<file path="config.mk">
export PLATFORM = sky130hd
export DESIGN_NAME = core_top
export DESIGN_NICKNAME = d
export VERILOG_FILES = /design/src/pipe_pkg.sv /design/src/isa_pkg.sv /design/src/ifu_if_pipe.sv /design/src/idu.sv /design/src/idu_id_pipe.sv /design/src/regfile.sv /design/src/exu.sv /design/src/core_top.sv
export SDC_FILE = /design/constraint.sdc
export NUM_CORES = 2
export LEC_CHECK = 0
export ABC_CLOCK_PERIOD_IN_PS = 6800
export BUFFER_PORTS_ARGS = -buffer_cell sky130_fd_sc_hd__buf_2
export CORE_MARGIN = 1.5
export CORE_UTILIZATION = 40
export DETAILED_ROUTE_END_ITERATION = 8
export HOLD_SLACK_MARGIN = 0.03
export PLACE_DENSITY = 0.56
export SYNTH_ARGS = -nofsm -noshare
export SYNTH_HDL_FRONTEND = slang
export SYNTH_SLANG_ARGS = --single-unit
export TNS_END_PERCENT = 30
</file>
<file path="constraint.sdc">
create_clock -name clk -period 6.8 [get_ports clk]
set_input_delay 0.68 -clock clk [delete_from_list [all_inputs] [get_ports clk]]
set_output_delay 0.68 -clock clk [all_outputs]
set_load 0.01 [all_outputs]
</file>
<file path="src/pipe_pkg.sv">
package pipe_pkg;

    // hold flag driven by exu into both pipe stages
    localparam int HOLD_W = 2;
    localparam logic [HOLD_W-1:0] HOLD_NONE  = 2'd0;  // normal flow
    localparam logic [HOLD_W-1:0] HOLD_FLUSH = 2'd1;  // both pipe regs take a bubble
    localparam logic [HOLD_W-1:0] HOLD_STALL = 2'd2;  // both pipe regs keep contents

    // decode info bus, fields listed from the low end
    localparam int DECINFO_W     = 6;
    localparam int DI_ALU_OP_LSB = 0;  // alu op, 3 bits
    localparam int DI_USE_IMM    = 3;  // operand b is the immediate
    localparam int DI_IS_BRANCH  = 4;  // beq or bne
    localparam int DI_BRANCH_NE  = 5;  // set for bne

    // bubble and reset values
    localparam logic [31:0] INST_NOP  = 32'h0000_0013;  // addi x0,x0,0
    localparam logic [31:0] ZERO_WORD = 32'h0000_0000;

endpackage

</file>
<file path="src/isa_pkg.sv">
package isa_pkg;

    // major opcodes
    localparam logic [6:0] OPC_OP     = 7'b011_0011;  // register-register
    localparam logic [6:0] OPC_OP_IMM = 7'b001_0011;  // register-immediate
    localparam logic [6:0] OPC_BRANCH = 7'b110_0011;

    // funct3
    localparam logic [2:0] F3_ADD = 3'b000;  // add, sub, addi
    localparam logic [2:0] F3_SLT = 3'b010;
    localparam logic [2:0] F3_XOR = 3'b100;
    localparam logic [2:0] F3_OR  = 3'b110;
    localparam logic [2:0] F3_AND = 3'b111;
    localparam logic [2:0] F3_BEQ = 3'b000;
    localparam logic [2:0] F3_BNE = 3'b001;

    localparam logic [6:0] F7_SUB = 7'b010_0000;  // sub with funct3 add

    // alu operation codes carried in the decode info bus
    localparam logic [2:0] ALU_ADD = 3'd0;
    localparam logic [2:0] ALU_SUB = 3'd1;
    localparam logic [2:0] ALU_AND = 3'd2;
    localparam logic [2:0] ALU_OR  = 3'd3;
    localparam logic [2:0] ALU_XOR = 3'd4;
    localparam logic [2:0] ALU_SLT = 3'd5;  // signed compare

    typedef struct packed {
        logic [6:0] funct7;
        logic [4:0] rs2;
        logic [4:0] rs1;
        logic [2:0] funct3;
        logic [4:0] rd;
        logic [6:0] opcode;
    } rtype_t;

    typedef struct packed {
        logic [11:0] imm;
        logic [4:0]  rs1;
        logic [2:0]  funct3;
        logic [4:0]  rd;
        logic [6:0]  opcode;
    } itype_t;

    typedef struct packed {
        logic       imm_12;  // sign bit
        logic [5:0] imm_10_5;
        logic [4:0] rs2;
        logic [4:0] rs1;
        logic [2:0] funct3;
        logic [3:0] imm_4_1;
        logic       imm_11;  // sits where rd[0] would be
        logic [6:0] opcode;
    } btype_t;

    // one word, three views
    typedef union packed {
        rtype_t rtype;
        itype_t itype;
        btype_t btype;
    } inst_u;

endpackage

</file>
<file path="src/ifu_if_pipe.sv">
`timescale 1ns/100ps

module ifu_if_pipe (
    input  logic                        clk,
    input  logic                        reset_i,
    input  logic [31:0]                 inst_i,        // offered instruction
    input  logic [31:0]                 inst_addr_i,   // its address
    input  logic                        inst_valid_i,
    input  logic [pipe_pkg::HOLD_W-1:0] hold_flag_i,   // from exu
    output logic                        inst_ready_o,
    output logic [31:0]                 inst_o,        // if/id instruction
    output logic [31:0]                 inst_addr_o    // if/id address
);

    import pipe_pkg::*;

    logic accept;  // transfer on this edge

    // no transfer while flushing or stalled
    assign inst_ready_o = (hold_flag_i == HOLD_NONE);
    assign accept       = inst_valid_i && inst_ready_o;

    always_ff @(posedge clk) begin
        if (reset_i) begin
            inst_o      <= INST_NOP;
            inst_addr_o <= ZERO_WORD;
        end else if (hold_flag_i == HOLD_STALL) begin
            inst_o      <= inst_o;       // freeze
            inst_addr_o <= inst_addr_o;
        end else if (accept) begin
            inst_o      <= inst_i;
            inst_addr_o <= inst_addr_i;
        end else begin
            inst_o      <= INST_NOP;     // idle source or flush
            inst_addr_o <= ZERO_WORD;
        end
    end

endmodule

</file>
<file path="src/idu.sv">
`timescale 1ns/100ps

module idu #(
    parameter int REG_ADDR_W = 5
) (
    input  logic [31:0]                    inst_i,
    output logic                           reg_we_o,        // rd write enable
    output logic [REG_ADDR_W-1:0]          reg_waddr_o,     // rd
    output logic [REG_ADDR_W-1:0]          reg1_raddr_o,    // rs1
    output logic [REG_ADDR_W-1:0]          reg2_raddr_o,    // rs2
    output logic [31:0]                    dec_imm_o,       // sign-extended immediate
    output logic [pipe_pkg::DECINFO_W-1:0] dec_info_bus_o
);

    import pipe_pkg::*;
    import isa_pkg::*;

    inst_u       inst;
    logic [31:0] imm_i_ext;  // i-type immediate
    logic [31:0] imm_b_ext;  // branch offset
    logic [2:0]  alu_op;
    logic        supported;  // encoding is in the subset
    logic        use_imm;
    logic        is_branch;
    logic        uses_rs2;

    assign inst      = inst_i;
    assign imm_i_ext = {{20{inst.itype.imm[11]}}, inst.itype.imm};
    assign imm_b_ext = {{20{inst.btype.imm_12}}, inst.btype.imm_11, inst.btype.imm_10_5,
                        inst.btype.imm_4_1, 1'b0};

    always_comb begin
        supported = 1'b0;
        alu_op    = ALU_ADD;
        use_imm   = 1'b0;
        is_branch = 1'b0;
        uses_rs2  = 1'b0;
        case (inst.rtype.opcode)
            OPC_OP: begin
                uses_rs2  = 1'b1;
                supported = (inst.rtype.funct7 == 7'd0);  // plain r-type ops
                case (inst.rtype.funct3)
                    F3_ADD: begin
                        supported = supported || (inst.rtype.funct7 == F7_SUB);
                        alu_op    = (inst.rtype.funct7 == F7_SUB) ? ALU_SUB : ALU_ADD;
                    end
                    F3_SLT:  alu_op = ALU_SLT;
                    F3_XOR:  alu_op = ALU_XOR;
                    F3_OR:   alu_op = ALU_OR;
                    F3_AND:  alu_op = ALU_AND;
                    default: supported = 1'b0;  // shifts, sltu
                endcase
            end
            OPC_OP_IMM: begin
                use_imm   = 1'b1;
                supported = 1'b1;
                case (inst.itype.funct3)
                    F3_ADD:  alu_op = ALU_ADD;
                    F3_XOR:  alu_op = ALU_XOR;
                    F3_OR:   alu_op = ALU_OR;
                    F3_AND:  alu_op = ALU_AND;
                    default: supported = 1'b0;  // slti, shifts
                endcase
            end
            OPC_BRANCH: begin
                is_branch = 1'b1;
                uses_rs2  = 1'b1;
                supported = (inst.btype.funct3 == F3_BEQ) || (inst.btype.funct3 == F3_BNE);
            end
            default: supported = 1'b0;
        endcase
    end

    // branches and unsupported words point rd at x0, so one compare covers all three
    assign reg_waddr_o  = (supported && !is_branch) ? inst.rtype.rd[REG_ADDR_W-1:0] : '0;
    assign reg_we_o     = (reg_waddr_o != '0);
    assign reg1_raddr_o = supported ? inst.rtype.rs1[REG_ADDR_W-1:0] : '0;
    assign reg2_raddr_o = (supported && uses_rs2) ? inst.rtype.rs2[REG_ADDR_W-1:0] : '0;

    assign dec_imm_o = !supported ? ZERO_WORD :
                       is_branch  ? imm_b_ext :
                       use_imm    ? imm_i_ext : ZERO_WORD;

    always_comb begin
        dec_info_bus_o = '0;  // bubble
        if (supported) begin
            dec_info_bus_o[DI_ALU_OP_LSB +: 3] = alu_op;
            dec_info_bus_o[DI_USE_IMM]         = use_imm;
            dec_info_bus_o[DI_IS_BRANCH]       = is_branch;
            dec_info_bus_o[DI_BRANCH_NE]       = is_branch && (inst.btype.funct3 == F3_BNE);
        end
    end

endmodule

</file>
<file path="src/idu_id_pipe.sv">
`timescale 1ns/100ps

module idu_id_pipe #(
    parameter int REG_ADDR_W = 5
) (
    input  logic                           clk,
    input  logic                           reset_i,
    input  logic [31:0]                    inst_addr_i,
    input  logic                           reg_we_i,
    input  logic [REG_ADDR_W-1:0]          reg_waddr_i,
    input  logic [REG_ADDR_W-1:0]          reg1_raddr_i,
    input  logic [REG_ADDR_W-1:0]          reg2_raddr_i,
    input  logic [31:0]                    dec_imm_i,
    input  logic [pipe_pkg::DECINFO_W-1:0] dec_info_bus_i,
    input  logic [pipe_pkg::HOLD_W-1:0]    hold_flag_i,
    output logic [31:0]                    inst_addr_o,
    output logic                           reg_we_o,
    output logic [REG_ADDR_W-1:0]          reg_waddr_o,
    output logic [REG_ADDR_W-1:0]          reg1_raddr_o,   // addresses, exu reads the file
    output logic [REG_ADDR_W-1:0]          reg2_raddr_o,
    output logic [31:0]                    dec_imm_o,
    output logic [pipe_pkg::DECINFO_W-1:0] dec_info_bus_o
);

    import pipe_pkg::*;

    always_ff @(posedge clk) begin
        if (reset_i || hold_flag_i == HOLD_FLUSH) begin
            inst_addr_o    <= ZERO_WORD;  // bubble
            reg_we_o       <= 1'b0;
            reg_waddr_o    <= '0;
            reg1_raddr_o   <= '0;
            reg2_raddr_o   <= '0;
            dec_imm_o      <= ZERO_WORD;
            dec_info_bus_o <= '0;
        end else if (hold_flag_i != HOLD_STALL) begin
            inst_addr_o    <= inst_addr_i;
            reg_we_o       <= reg_we_i;
            reg_waddr_o    <= reg_waddr_i;
            reg1_raddr_o   <= reg1_raddr_i;
            reg2_raddr_o   <= reg2_raddr_i;
            dec_imm_o      <= dec_imm_i;
            dec_info_bus_o <= dec_info_bus_i;
        end
        // stall keeps every field
    end

endmodule

</file>
<file path="src/regfile.sv">
`timescale 1ns/100ps

module regfile #(
    parameter int REG_ADDR_W = 5
) (
    input  logic                  clk,
    input  logic                  reset_i,
    input  logic                  we_i,
    input  logic [REG_ADDR_W-1:0] waddr_i,
    input  logic [31:0]           wdata_i,
    input  logic [REG_ADDR_W-1:0] raddr1_i,
    input  logic [REG_ADDR_W-1:0] raddr2_i,
    output logic [31:0]           rdata1_o,
    output logic [31:0]           rdata2_o
);

    import pipe_pkg::*;

    logic [31:0] regs [2**REG_ADDR_W];

    always_ff @(posedge clk) begin
        if (reset_i) begin
            for (int i = 0; i < 2**REG_ADDR_W; i++) begin
                regs[i] <= ZERO_WORD;
            end
        end else if (we_i && waddr_i != '0) begin
            regs[waddr_i] <= wdata_i;  // x0 never written
        end
    end

    // combinational reads, x0 hardwired
    assign rdata1_o = (raddr1_i == '0) ? ZERO_WORD : regs[raddr1_i];
    assign rdata2_o = (raddr2_i == '0) ? ZERO_WORD : regs[raddr2_i];

endmodule

</file>
<file path="src/exu.sv">
`timescale 1ns/100ps

module exu #(
    parameter int REG_ADDR_W = 5
) (
    input  logic                           clk,
    input  logic                           reset_i,
    input  logic [31:0]                    inst_addr_i,
    input  logic                           reg_we_i,
    input  logic [REG_ADDR_W-1:0]          reg_waddr_i,
    input  logic [REG_ADDR_W-1:0]          reg1_raddr_i,
    input  logic [REG_ADDR_W-1:0]          reg2_raddr_i,
    input  logic [31:0]                    dec_imm_i,
    input  logic [pipe_pkg::DECINFO_W-1:0] dec_info_bus_i,
    input  logic [31:0]                    rdata1_i,        // rs1 value
    input  logic [31:0]                    rdata2_i,        // rs2 value
    input  logic                           wb_ready_i,
    output logic [REG_ADDR_W-1:0]          raddr1_o,
    output logic [REG_ADDR_W-1:0]          raddr2_o,
    output logic                           rf_we_o,
    output logic [REG_ADDR_W-1:0]          rf_waddr_o,
    output logic [31:0]                    rf_wdata_o,
    output logic [pipe_pkg::HOLD_W-1:0]    hold_flag_o,
    output logic                           redirect_o,
    output logic [31:0]                    redirect_addr_o, // branch target
    output logic                           wb_valid_o,
    output logic [31:0]                    wb_addr_o,       // retired instruction address
    output logic [REG_ADDR_W-1:0]          wb_rd_o,
    output logic [31:0]                    wb_data_o
);

    import pipe_pkg::*;
    import isa_pkg::*;

    logic [2:0]  alu_op;
    logic [31:0] op_b;       // rs2 or immediate
    logic [31:0] alu_res;
    logic        is_branch;
    logic        branch_ne;
    logic        taken;
    logic        stall;      // result waiting on the sink

    assign alu_op    = dec_info_bus_i[DI_ALU_OP_LSB +: 3];
    assign is_branch = dec_info_bus_i[DI_IS_BRANCH];
    assign branch_ne = dec_info_bus_i[DI_BRANCH_NE];
    assign op_b      = dec_info_bus_i[DI_USE_IMM] ? dec_imm_i : rdata2_i;

    assign raddr1_o = reg1_raddr_i;
    assign raddr2_o = reg2_raddr_i;

    always_comb begin
        case (alu_op)
            ALU_SUB: alu_res = rdata1_i - op_b;
            ALU_AND: alu_res = rdata1_i & op_b;
            ALU_OR:  alu_res = rdata1_i | op_b;
            ALU_XOR: alu_res = rdata1_i ^ op_b;
            ALU_SLT: alu_res = {31'd0, $signed(rdata1_i) < $signed(op_b)};
            default: alu_res = rdata1_i + op_b;  // add, addi
        endcase
    end

    // beq or bne on the raw register values
    assign taken = is_branch && ((rdata1_i == rdata2_i) != branch_ne);
    assign stall = wb_valid_o && !wb_ready_i;

    assign hold_flag_o     = stall ? HOLD_STALL :
                             taken ? HOLD_FLUSH : HOLD_NONE;
    assign redirect_o      = taken && !stall;
    assign redirect_addr_o = inst_addr_i + dec_imm_i;

    // file write lands on the edge that loads the wb register
    assign rf_we_o    = reg_we_i && !stall;
    assign rf_waddr_o = reg_waddr_i;
    assign rf_wdata_o = alu_res;

    always_ff @(posedge clk) begin
        if (reset_i) begin
            wb_valid_o <= 1'b0;
        end else if (!stall) begin
            wb_valid_o <= reg_we_i;  // branches and bubbles do not retire
        end
    end

    always_ff @(posedge clk) begin
        if (!stall) begin
            wb_addr_o <= inst_addr_i;
            wb_rd_o   <= reg_waddr_i;
            wb_data_o <= alu_res;
        end
    end

endmodule

</file>
<file path="src/core_top.sv">
`timescale 1ns/100ps

module core_top #(
    parameter int REG_ADDR_W = 5  // 4 for an rv32e-sized file
) (
    input  logic                  clk,
    input  logic                  reset_i,
    input  logic [31:0]           inst_i,
    input  logic [31:0]           inst_addr_i,
    input  logic                  inst_valid_i,
    input  logic                  wb_ready_i,
    output logic                  inst_ready_o,
    output logic                  redirect_o,
    output logic [31:0]           redirect_addr_o,
    output logic                  wb_valid_o,
    output logic [31:0]           wb_addr_o,
    output logic [REG_ADDR_W-1:0] wb_rd_o,
    output logic [31:0]           wb_data_o
);

    import pipe_pkg::*;

    logic [HOLD_W-1:0]     hold_flag;
    logic [31:0]           if_inst;         // if/id
    logic [31:0]           if_inst_addr;
    logic                  id_reg_we;       // decoder outputs
    logic [REG_ADDR_W-1:0] id_reg_waddr;
    logic [REG_ADDR_W-1:0] id_reg1_raddr;
    logic [REG_ADDR_W-1:0] id_reg2_raddr;
    logic [31:0]           id_imm;
    logic [DECINFO_W-1:0]  id_dec_info;
    logic [31:0]           ex_inst_addr;    // id/ex
    logic                  ex_reg_we;
    logic [REG_ADDR_W-1:0] ex_reg_waddr;
    logic [REG_ADDR_W-1:0] ex_reg1_raddr;
    logic [REG_ADDR_W-1:0] ex_reg2_raddr;
    logic [31:0]           ex_imm;
    logic [DECINFO_W-1:0]  ex_dec_info;
    logic [REG_ADDR_W-1:0] rf_raddr1;       // register file side
    logic [REG_ADDR_W-1:0] rf_raddr2;
    logic [31:0]           rf_rdata1;
    logic [31:0]           rf_rdata2;
    logic                  rf_we;
    logic [REG_ADDR_W-1:0] rf_waddr;
    logic [31:0]           rf_wdata;

    ifu_if_pipe i_ifu_if_pipe (
        .clk(clk), .reset_i(reset_i), .inst_i(inst_i), .inst_addr_i(inst_addr_i),
        .inst_valid_i(inst_valid_i), .hold_flag_i(hold_flag), .inst_ready_o(inst_ready_o),
        .inst_o(if_inst), .inst_addr_o(if_inst_addr)
    );

    idu #(.REG_ADDR_W(REG_ADDR_W)) i_idu (
        .inst_i(if_inst), .reg_we_o(id_reg_we), .reg_waddr_o(id_reg_waddr),
        .reg1_raddr_o(id_reg1_raddr), .reg2_raddr_o(id_reg2_raddr),
        .dec_imm_o(id_imm), .dec_info_bus_o(id_dec_info)
    );

    idu_id_pipe #(.REG_ADDR_W(REG_ADDR_W)) i_idu_id_pipe (
        .clk(clk), .reset_i(reset_i), .inst_addr_i(if_inst_addr), .reg_we_i(id_reg_we),
        .reg_waddr_i(id_reg_waddr), .reg1_raddr_i(id_reg1_raddr),
        .reg2_raddr_i(id_reg2_raddr), .dec_imm_i(id_imm), .dec_info_bus_i(id_dec_info),
        .hold_flag_i(hold_flag), .inst_addr_o(ex_inst_addr), .reg_we_o(ex_reg_we),
        .reg_waddr_o(ex_reg_waddr), .reg1_raddr_o(ex_reg1_raddr),
        .reg2_raddr_o(ex_reg2_raddr), .dec_imm_o(ex_imm), .dec_info_bus_o(ex_dec_info)
    );

    regfile #(.REG_ADDR_W(REG_ADDR_W)) i_regfile (
        .clk(clk), .reset_i(reset_i), .we_i(rf_we), .waddr_i(rf_waddr), .wdata_i(rf_wdata),
        .raddr1_i(rf_raddr1), .raddr2_i(rf_raddr2), .rdata1_o(rf_rdata1), .rdata2_o(rf_rdata2)
    );

    exu #(.REG_ADDR_W(REG_ADDR_W)) i_exu (
        .clk(clk), .reset_i(reset_i), .inst_addr_i(ex_inst_addr), .reg_we_i(ex_reg_we),
        .reg_waddr_i(ex_reg_waddr), .reg1_raddr_i(ex_reg1_raddr),
        .reg2_raddr_i(ex_reg2_raddr), .dec_imm_i(ex_imm), .dec_info_bus_i(ex_dec_info),
        .rdata1_i(rf_rdata1), .rdata2_i(rf_rdata2), .wb_ready_i(wb_ready_i),
        .raddr1_o(rf_raddr1), .raddr2_o(rf_raddr2), .rf_we_o(rf_we), .rf_waddr_o(rf_waddr),
        .rf_wdata_o(rf_wdata), .hold_flag_o(hold_flag), .redirect_o(redirect_o),
        .redirect_addr_o(redirect_addr_o), .wb_valid_o(wb_valid_o), .wb_addr_o(wb_addr_o),
        .wb_rd_o(wb_rd_o), .wb_data_o(wb_data_o)
    );

endmodule

</file>
Word level (Yosys, flattened, before mapping):

Memory sizes are Yosys's and may differ from the RTL's. A register that Yosys moved wholly into a read port is not among the register bits.
Index checks and enable logic that the tools add are counted.

* bits in writable memories: 1024
* input port bits: 68
* bits in registers: 220
* output and inout port bits: 104
* memories: 1
* word-level logic and storage cells: 103

Memories
* i_regfile.regs: depth 32, width 32, read ports 2, clocked after Yosys merged registers in 2, wr ports 32, RTL line regfile.sv:19 `logic [31:0] regs [2**REG_ADDR_W];`

* $add $sub $neg: 3
* reduce and logical (&&, ||, !) cells: 26
* $lt $le $gt $ge: 1
* bitwise gates (word level): 3
* equal/unequal tests: 19
* mux-type cells: 37

Operator list (number)
* $mux W32: 9
* $pmux W32 S5: 1
* $add A32 B32 Y32: 2
* $mux W5: 8
* $and A32 B32 Y32: 1
* $eq A32 B32 Y1: 1
* $lt A32 B32 Y1: 1
* $or A32 B32 Y32: 1
* $reduce_or A32 Y1: 1
* $sub A32 B32 Y32: 1
* $xor A32 B32 Y32: 1
* $eq A3 B3 Y1 const B: 5
* $pmux W3 S5: 1
* $eq A7 B6 Y1 const B: 2
* $mux W1: 12
* $logic_not A5 Y1: 2
* $reduce_bool A5 Y1: 2
* $eq A3 B2 Y1 const B: 3
* $logic_and A1 B1 Y1: 9
* $pmux W3 S3: 1
* $reduce_or A4 Y1: 2
* $eq A7 B5 Y1 const B: 1
* $eq A7 B7 Y1 const B: 1
* $logic_not A7 Y1: 1
* 15 further kinds: 20

Logic depth before layout (Yosys ltp):

* depth after elaboration: 10
* mapped depth: 27
* mapped depth without buffers: 20

Cells and area by module:

From an unflattened synthesis, not the netlist that was laid out.

* cells, all modules: 5529
* area total of the unflattened synthesis: 71572.4 um^2

By module, submodules not included
* regfile: area each 54252.0 um^2, times used 1, seq. area each 30749.5 um^2, cells each 3502
* exu: area each 9930.8 um^2, times used 1, seq. area each 2092.0 um^2, cells each 1243
* idu_id_pipe: area each 3862.5 um^2, times used 1, seq. area each 1721.7 um^2, cells each 391
* ifu_if_pipe: area each 2751.4 um^2, times used 1, seq. area each 1281.2 um^2, cells each 287
* idu: area each 775.7 um^2, times used 1, seq. area each 0.0 um^2, cells each 106

Worst setup path after synthesis:

OpenSTA, ideal clock, no wires.

* path type: reg2reg
* from: register with a tool-made name
* to: memory i_regfile.regs[13][31], data pin
* cell stages (with the launch flop): 26
* setup time: 266 ps
* period minus slack after synthesis: 6502 ps
* data required time: 6534 ps
* setup slack: 298 ps
* buffers on the path: 7
* arrival: 6236 ps
* cells stage by stage: dfxtp_1 buf_4 buf_6 buf_6 buf_4 buf_2 buf_2 mux4_2 mux4_2 mux2i_1 nor2_1 mux2i_1 ha_1 o21ba_2 o21bai_1 a221o_1 a41oi_1 o31a_1 or2_2 o22ai_1 a211oi_1 a21oi_1 mux2_2 a221oi_1 clkbuf_1 nor2_1

RTL lines (RTL line)
* end: declaration: regfile.sv:19

==> metrics.yaml <==
rows: 149
post-route-period-util_pct: 98.77
cp_max_fo: 48
power_switching_mw: 4.504
fin_skew_ns: 0.03820
ant_nets: 0
drc: 0
cts_tree: "built"
synth_edf_count: 1093
cp-start-kind: "flip-flop"
clock-sinks: 1235
relSlewSlack_pct: 12.91
slowest_delay_ns: 0.71
cap_viol_max_count: 0
setup_tns_ns: 0
async_reset_ff_share_pct: 0
synth_ff_type: "edfxtp_1"
area.growth.synth_to_final_pct: 14.02
grt_pass1_wl_um: 351500
place.gp.congestion: 1.002
ys_ff_latch: 1235
dr.pass1.iters: 6
initial_core_util_pct: 40.25
h-tree-depth: 4
clock-root-buffer: "clkbuf_16"
cts_buffers: 144
overflow: 0
routed_wirelength_um: 250200
slowest_stage: "dfxtp_4"
path_clk_slew_ns: 0.06
p_comb_share_pct: 9.4
yosysTopAreaCellShare_pct: 49.49
vias: 47497
required_ns: 6.12
dp_hpwl_um: 153800
drive_gt1_share_pct: 26.48
io_buffers: 171
post_dp_cell_area_mm2: 0.07086
final_cell_area_mm2: 0.07563
slew_violations: 0
grt_pass1_vias: 45896
powerDensity_mw_per_mm2: 239.6
dieArea_mm2: 0.1683
irDropWorstVdd_v: 0.0002111
rsz0062_at_grt: "false"
synthTopCellsByCount: "1116 x nor2_1, 1093 x edfxtp_1, 612 x mux4_2"
synth.distinct_cells: 89
min_period_ns: 6.716
grt_antenna_before_repair: 10
critPathKind: "flip-flop to output port"
holdBufCountCts: 0
synth_area_leader_cell: "edfxtp_1"
vias_per_cell: 6.363
max_freq_mhz: 148.9
netlist_area_mm2: 0.06633
die_h_um: 410.2
io_pins: 172
hold_violations: 0
cp_common_cell: "buf_4"
clock_path_buffers: 3
hold_path.class: "input pin to flip-flop"
avgSynthCellArea_um2: 13.22
grt_max_degree: 82
pwr-share-clk_pct: 42.9
internal_power_mw: 13.62
drt-wirelength-per-cell_um: 33.53
pwr-share-seq_pct: 47.7
end_kind: "output port"
status: "finished clean"
clk_latency_ns: 0.81
ys_warn_count: 0
synthTopCellsByArea: "edfxtp_1 49%, mux4_2 21%, nor2_1 6.3%"
synthMostInstantiatedCell: "nor2_1"
swShare_pct: 24.85
synth-seq-area-share_pct: 53.77
arrival_ns: 6.04
core_area_mm2: 0.1648
p_leak_nw: 26.02
fin_nets: 5357
crit_chain: "buf_12, buf_12, mux4_2, mux4_2, mux2i_1, nor2_1, xnor2_1, nor4_1, buf_4, nand4_1, buf_4, nor4_4, buf_4, xnor2_1, nor2_1, buf_4, nor2_1, buf_2"
die_x_um: 410.2
postSynthCellCount: 5018
tightestPinTransition_ns: 1.306
drt_iter0_drc: 6637
setup_viol: 0
grt_usage_pct: 29.59
[placed cells by master, fill, tap and decap left out, types with 20 or more instances in the layout]
| master | netlist | final |
|---|---|---|
| mux4_2 | 612 | 612 |
| a22o_1 | 69 | 69 |
| a22oi_1 | 35 | 35 |
| nand2_2 | 0 | 31 |
| nand3_1 | 31 | 31 |
| buf_2 | 101 | 170 |
| buf_4 | 14 | 208 |
| a21oi_1 | 183 | 181 |
| clkinv_1 | 1 | 24 |
| mux2i_1 | 85 | 85 |
| inv_1 | 181 | 180 |
| buf_12 | 0 | 42 |
| dfxtp_1 | 142 | 131 |
| clkbuf_16 | 0 | 149 |
| mux2_2 | 24 | 24 |
| o221ai_1 | 26 | 22 |
| a21o_1 | 27 | 27 |
| o22ai_1 | 34 | 26 |
| edfxtp_1 | 1093 | 1093 |
| nor2_1 | 1116 | 1113 |
| ha_1 | 122 | 122 |
| nand2b_2 | 0 | 32 |
| nand2_1 | 206 | 175 |
| nor3_1 | 63 | 62 |
| conb_1 | 1 | 32 |
| o21a_1 | 22 | 22 |
| nor2b_1 | 21 | 20 |
| xnor2_1 | 51 | 51 |
| clkbuf_1 | 311 | 29 |
| o21ai_0 | 89 | 89 |
[metrics by stage]
stage,std cells,power (mW),setup slack [ns],util (%),hold WS [ns]
2_1_floorplan,5049,9.713,0.2976,-,0.4064
3_3_place_gp,7199,10.44,0.3726,42.99,0.4449
3_5_place_dp,7199,10.46,0.3695,42.99,0.4495
4_1_cts,7455,18.14,0.03754,45.84,0.03973
5_1_grt,7462,18.54,0.01910,45.89,0.07926
6_report,7464,18.12,0.08385,45.89,0.09102
[repair_timing]
item / in CTS / in global routing
setup endpoints to repair: 2 / 1
buffers inserted: 2 / 7
resized for setup: 2 / 4
[per-layer routing]
layer	vias to the layer above	wire length, µm	track usage, %
met2	3027	111300	44.43
met1	24602	97830	41.22
li1	19287	-	-
met5	-	25	0
met3	577	29780	7.126
met4	4	11290	12.11
[final timing paths]
path                            slack [ns]                          start  cells past startpoint                             to
worst max-delay path                  0.08                      flip-flop                     18                   inst_ready_o
worst min-delay path                  0.09                inst_addr_i[19]                      2  i_ifu_if_pipe.inst_addr_o[19]
worst max register to register        0.36                      flip-flop                     19         i_regfile.regs[18][30]
worst min register to register        0.45  i_ifu_if_pipe.inst_addr_o[30]                      2  i_idu_id_pipe.inst_addr_o[30]
[power by group through the flow]
stage / clock (mW) / combinational [mW] / sequential (mW)
2_1_floorplan: 0 / 0.954 / 8.76
3_3_place_gp: 0 / 1.64 / 8.80
3_5_place_dp: 0 / 1.65 / 8.81
4_1_cts: 7.83 / 1.66 / 8.65
5_1_grt: 8.09 / 1.76 / 8.68
6_report: 7.78 / 1.69 / 8.65
[final cells by class]
type                    count  area [µm²]
diodes                      3       7.507
clock buffers             184        3920
clock inverters            70       711.9
fillers                 14812       89180
inverters                 182       690.7
multi-input cells        3177       28550
flip-flops and latches   1235       35700
well taps                2189        2739
repair buffers            424        3314
[registers in the layout (all words and copies together), names as in the netlist, 6 cells and up, named ones only]
register                      flops
i_idu_id_pipe.dec_imm_o          13
i_ifu_if_pipe.inst_addr_o        32
i_idu_id_pipe.dec_info_bus_o      6
i_exu.wb_addr_o                  32
i_idu_id_pipe.inst_addr_o        32
i_exu.wb_data_o                  32
i_regfile.regs                 1024
i_ifu_if_pipe.inst_o             32
[critical path: cells and delay by family (launching register included)]
family | cells | cell delay, ns
simple gates | 6 | 1.25
xor+xnor | 2 | 0.47
flops | 1 | 0.71
buf+inv | 7 | 1.49
mux | 3 | 1.23
[cell families (layout without fill, tap and decap cells)]
kind of cell	Yosys count	in the layout	synth area share [%]
AND/OR/NAND/NOR	1593	1593	9.976
flip-flops	1235	1235	53.77
multiplexers	721	721	22.47
AO/OA/AOI/OAI	637	637	6.503
buffers and inverters	637	860	3.971
adder cells (fa/ha/maj)	125	125	2.392
XOR/XNOR	69	69	0.9111
other	1	35	0.005654
Power figures use the tool's default switching activity.
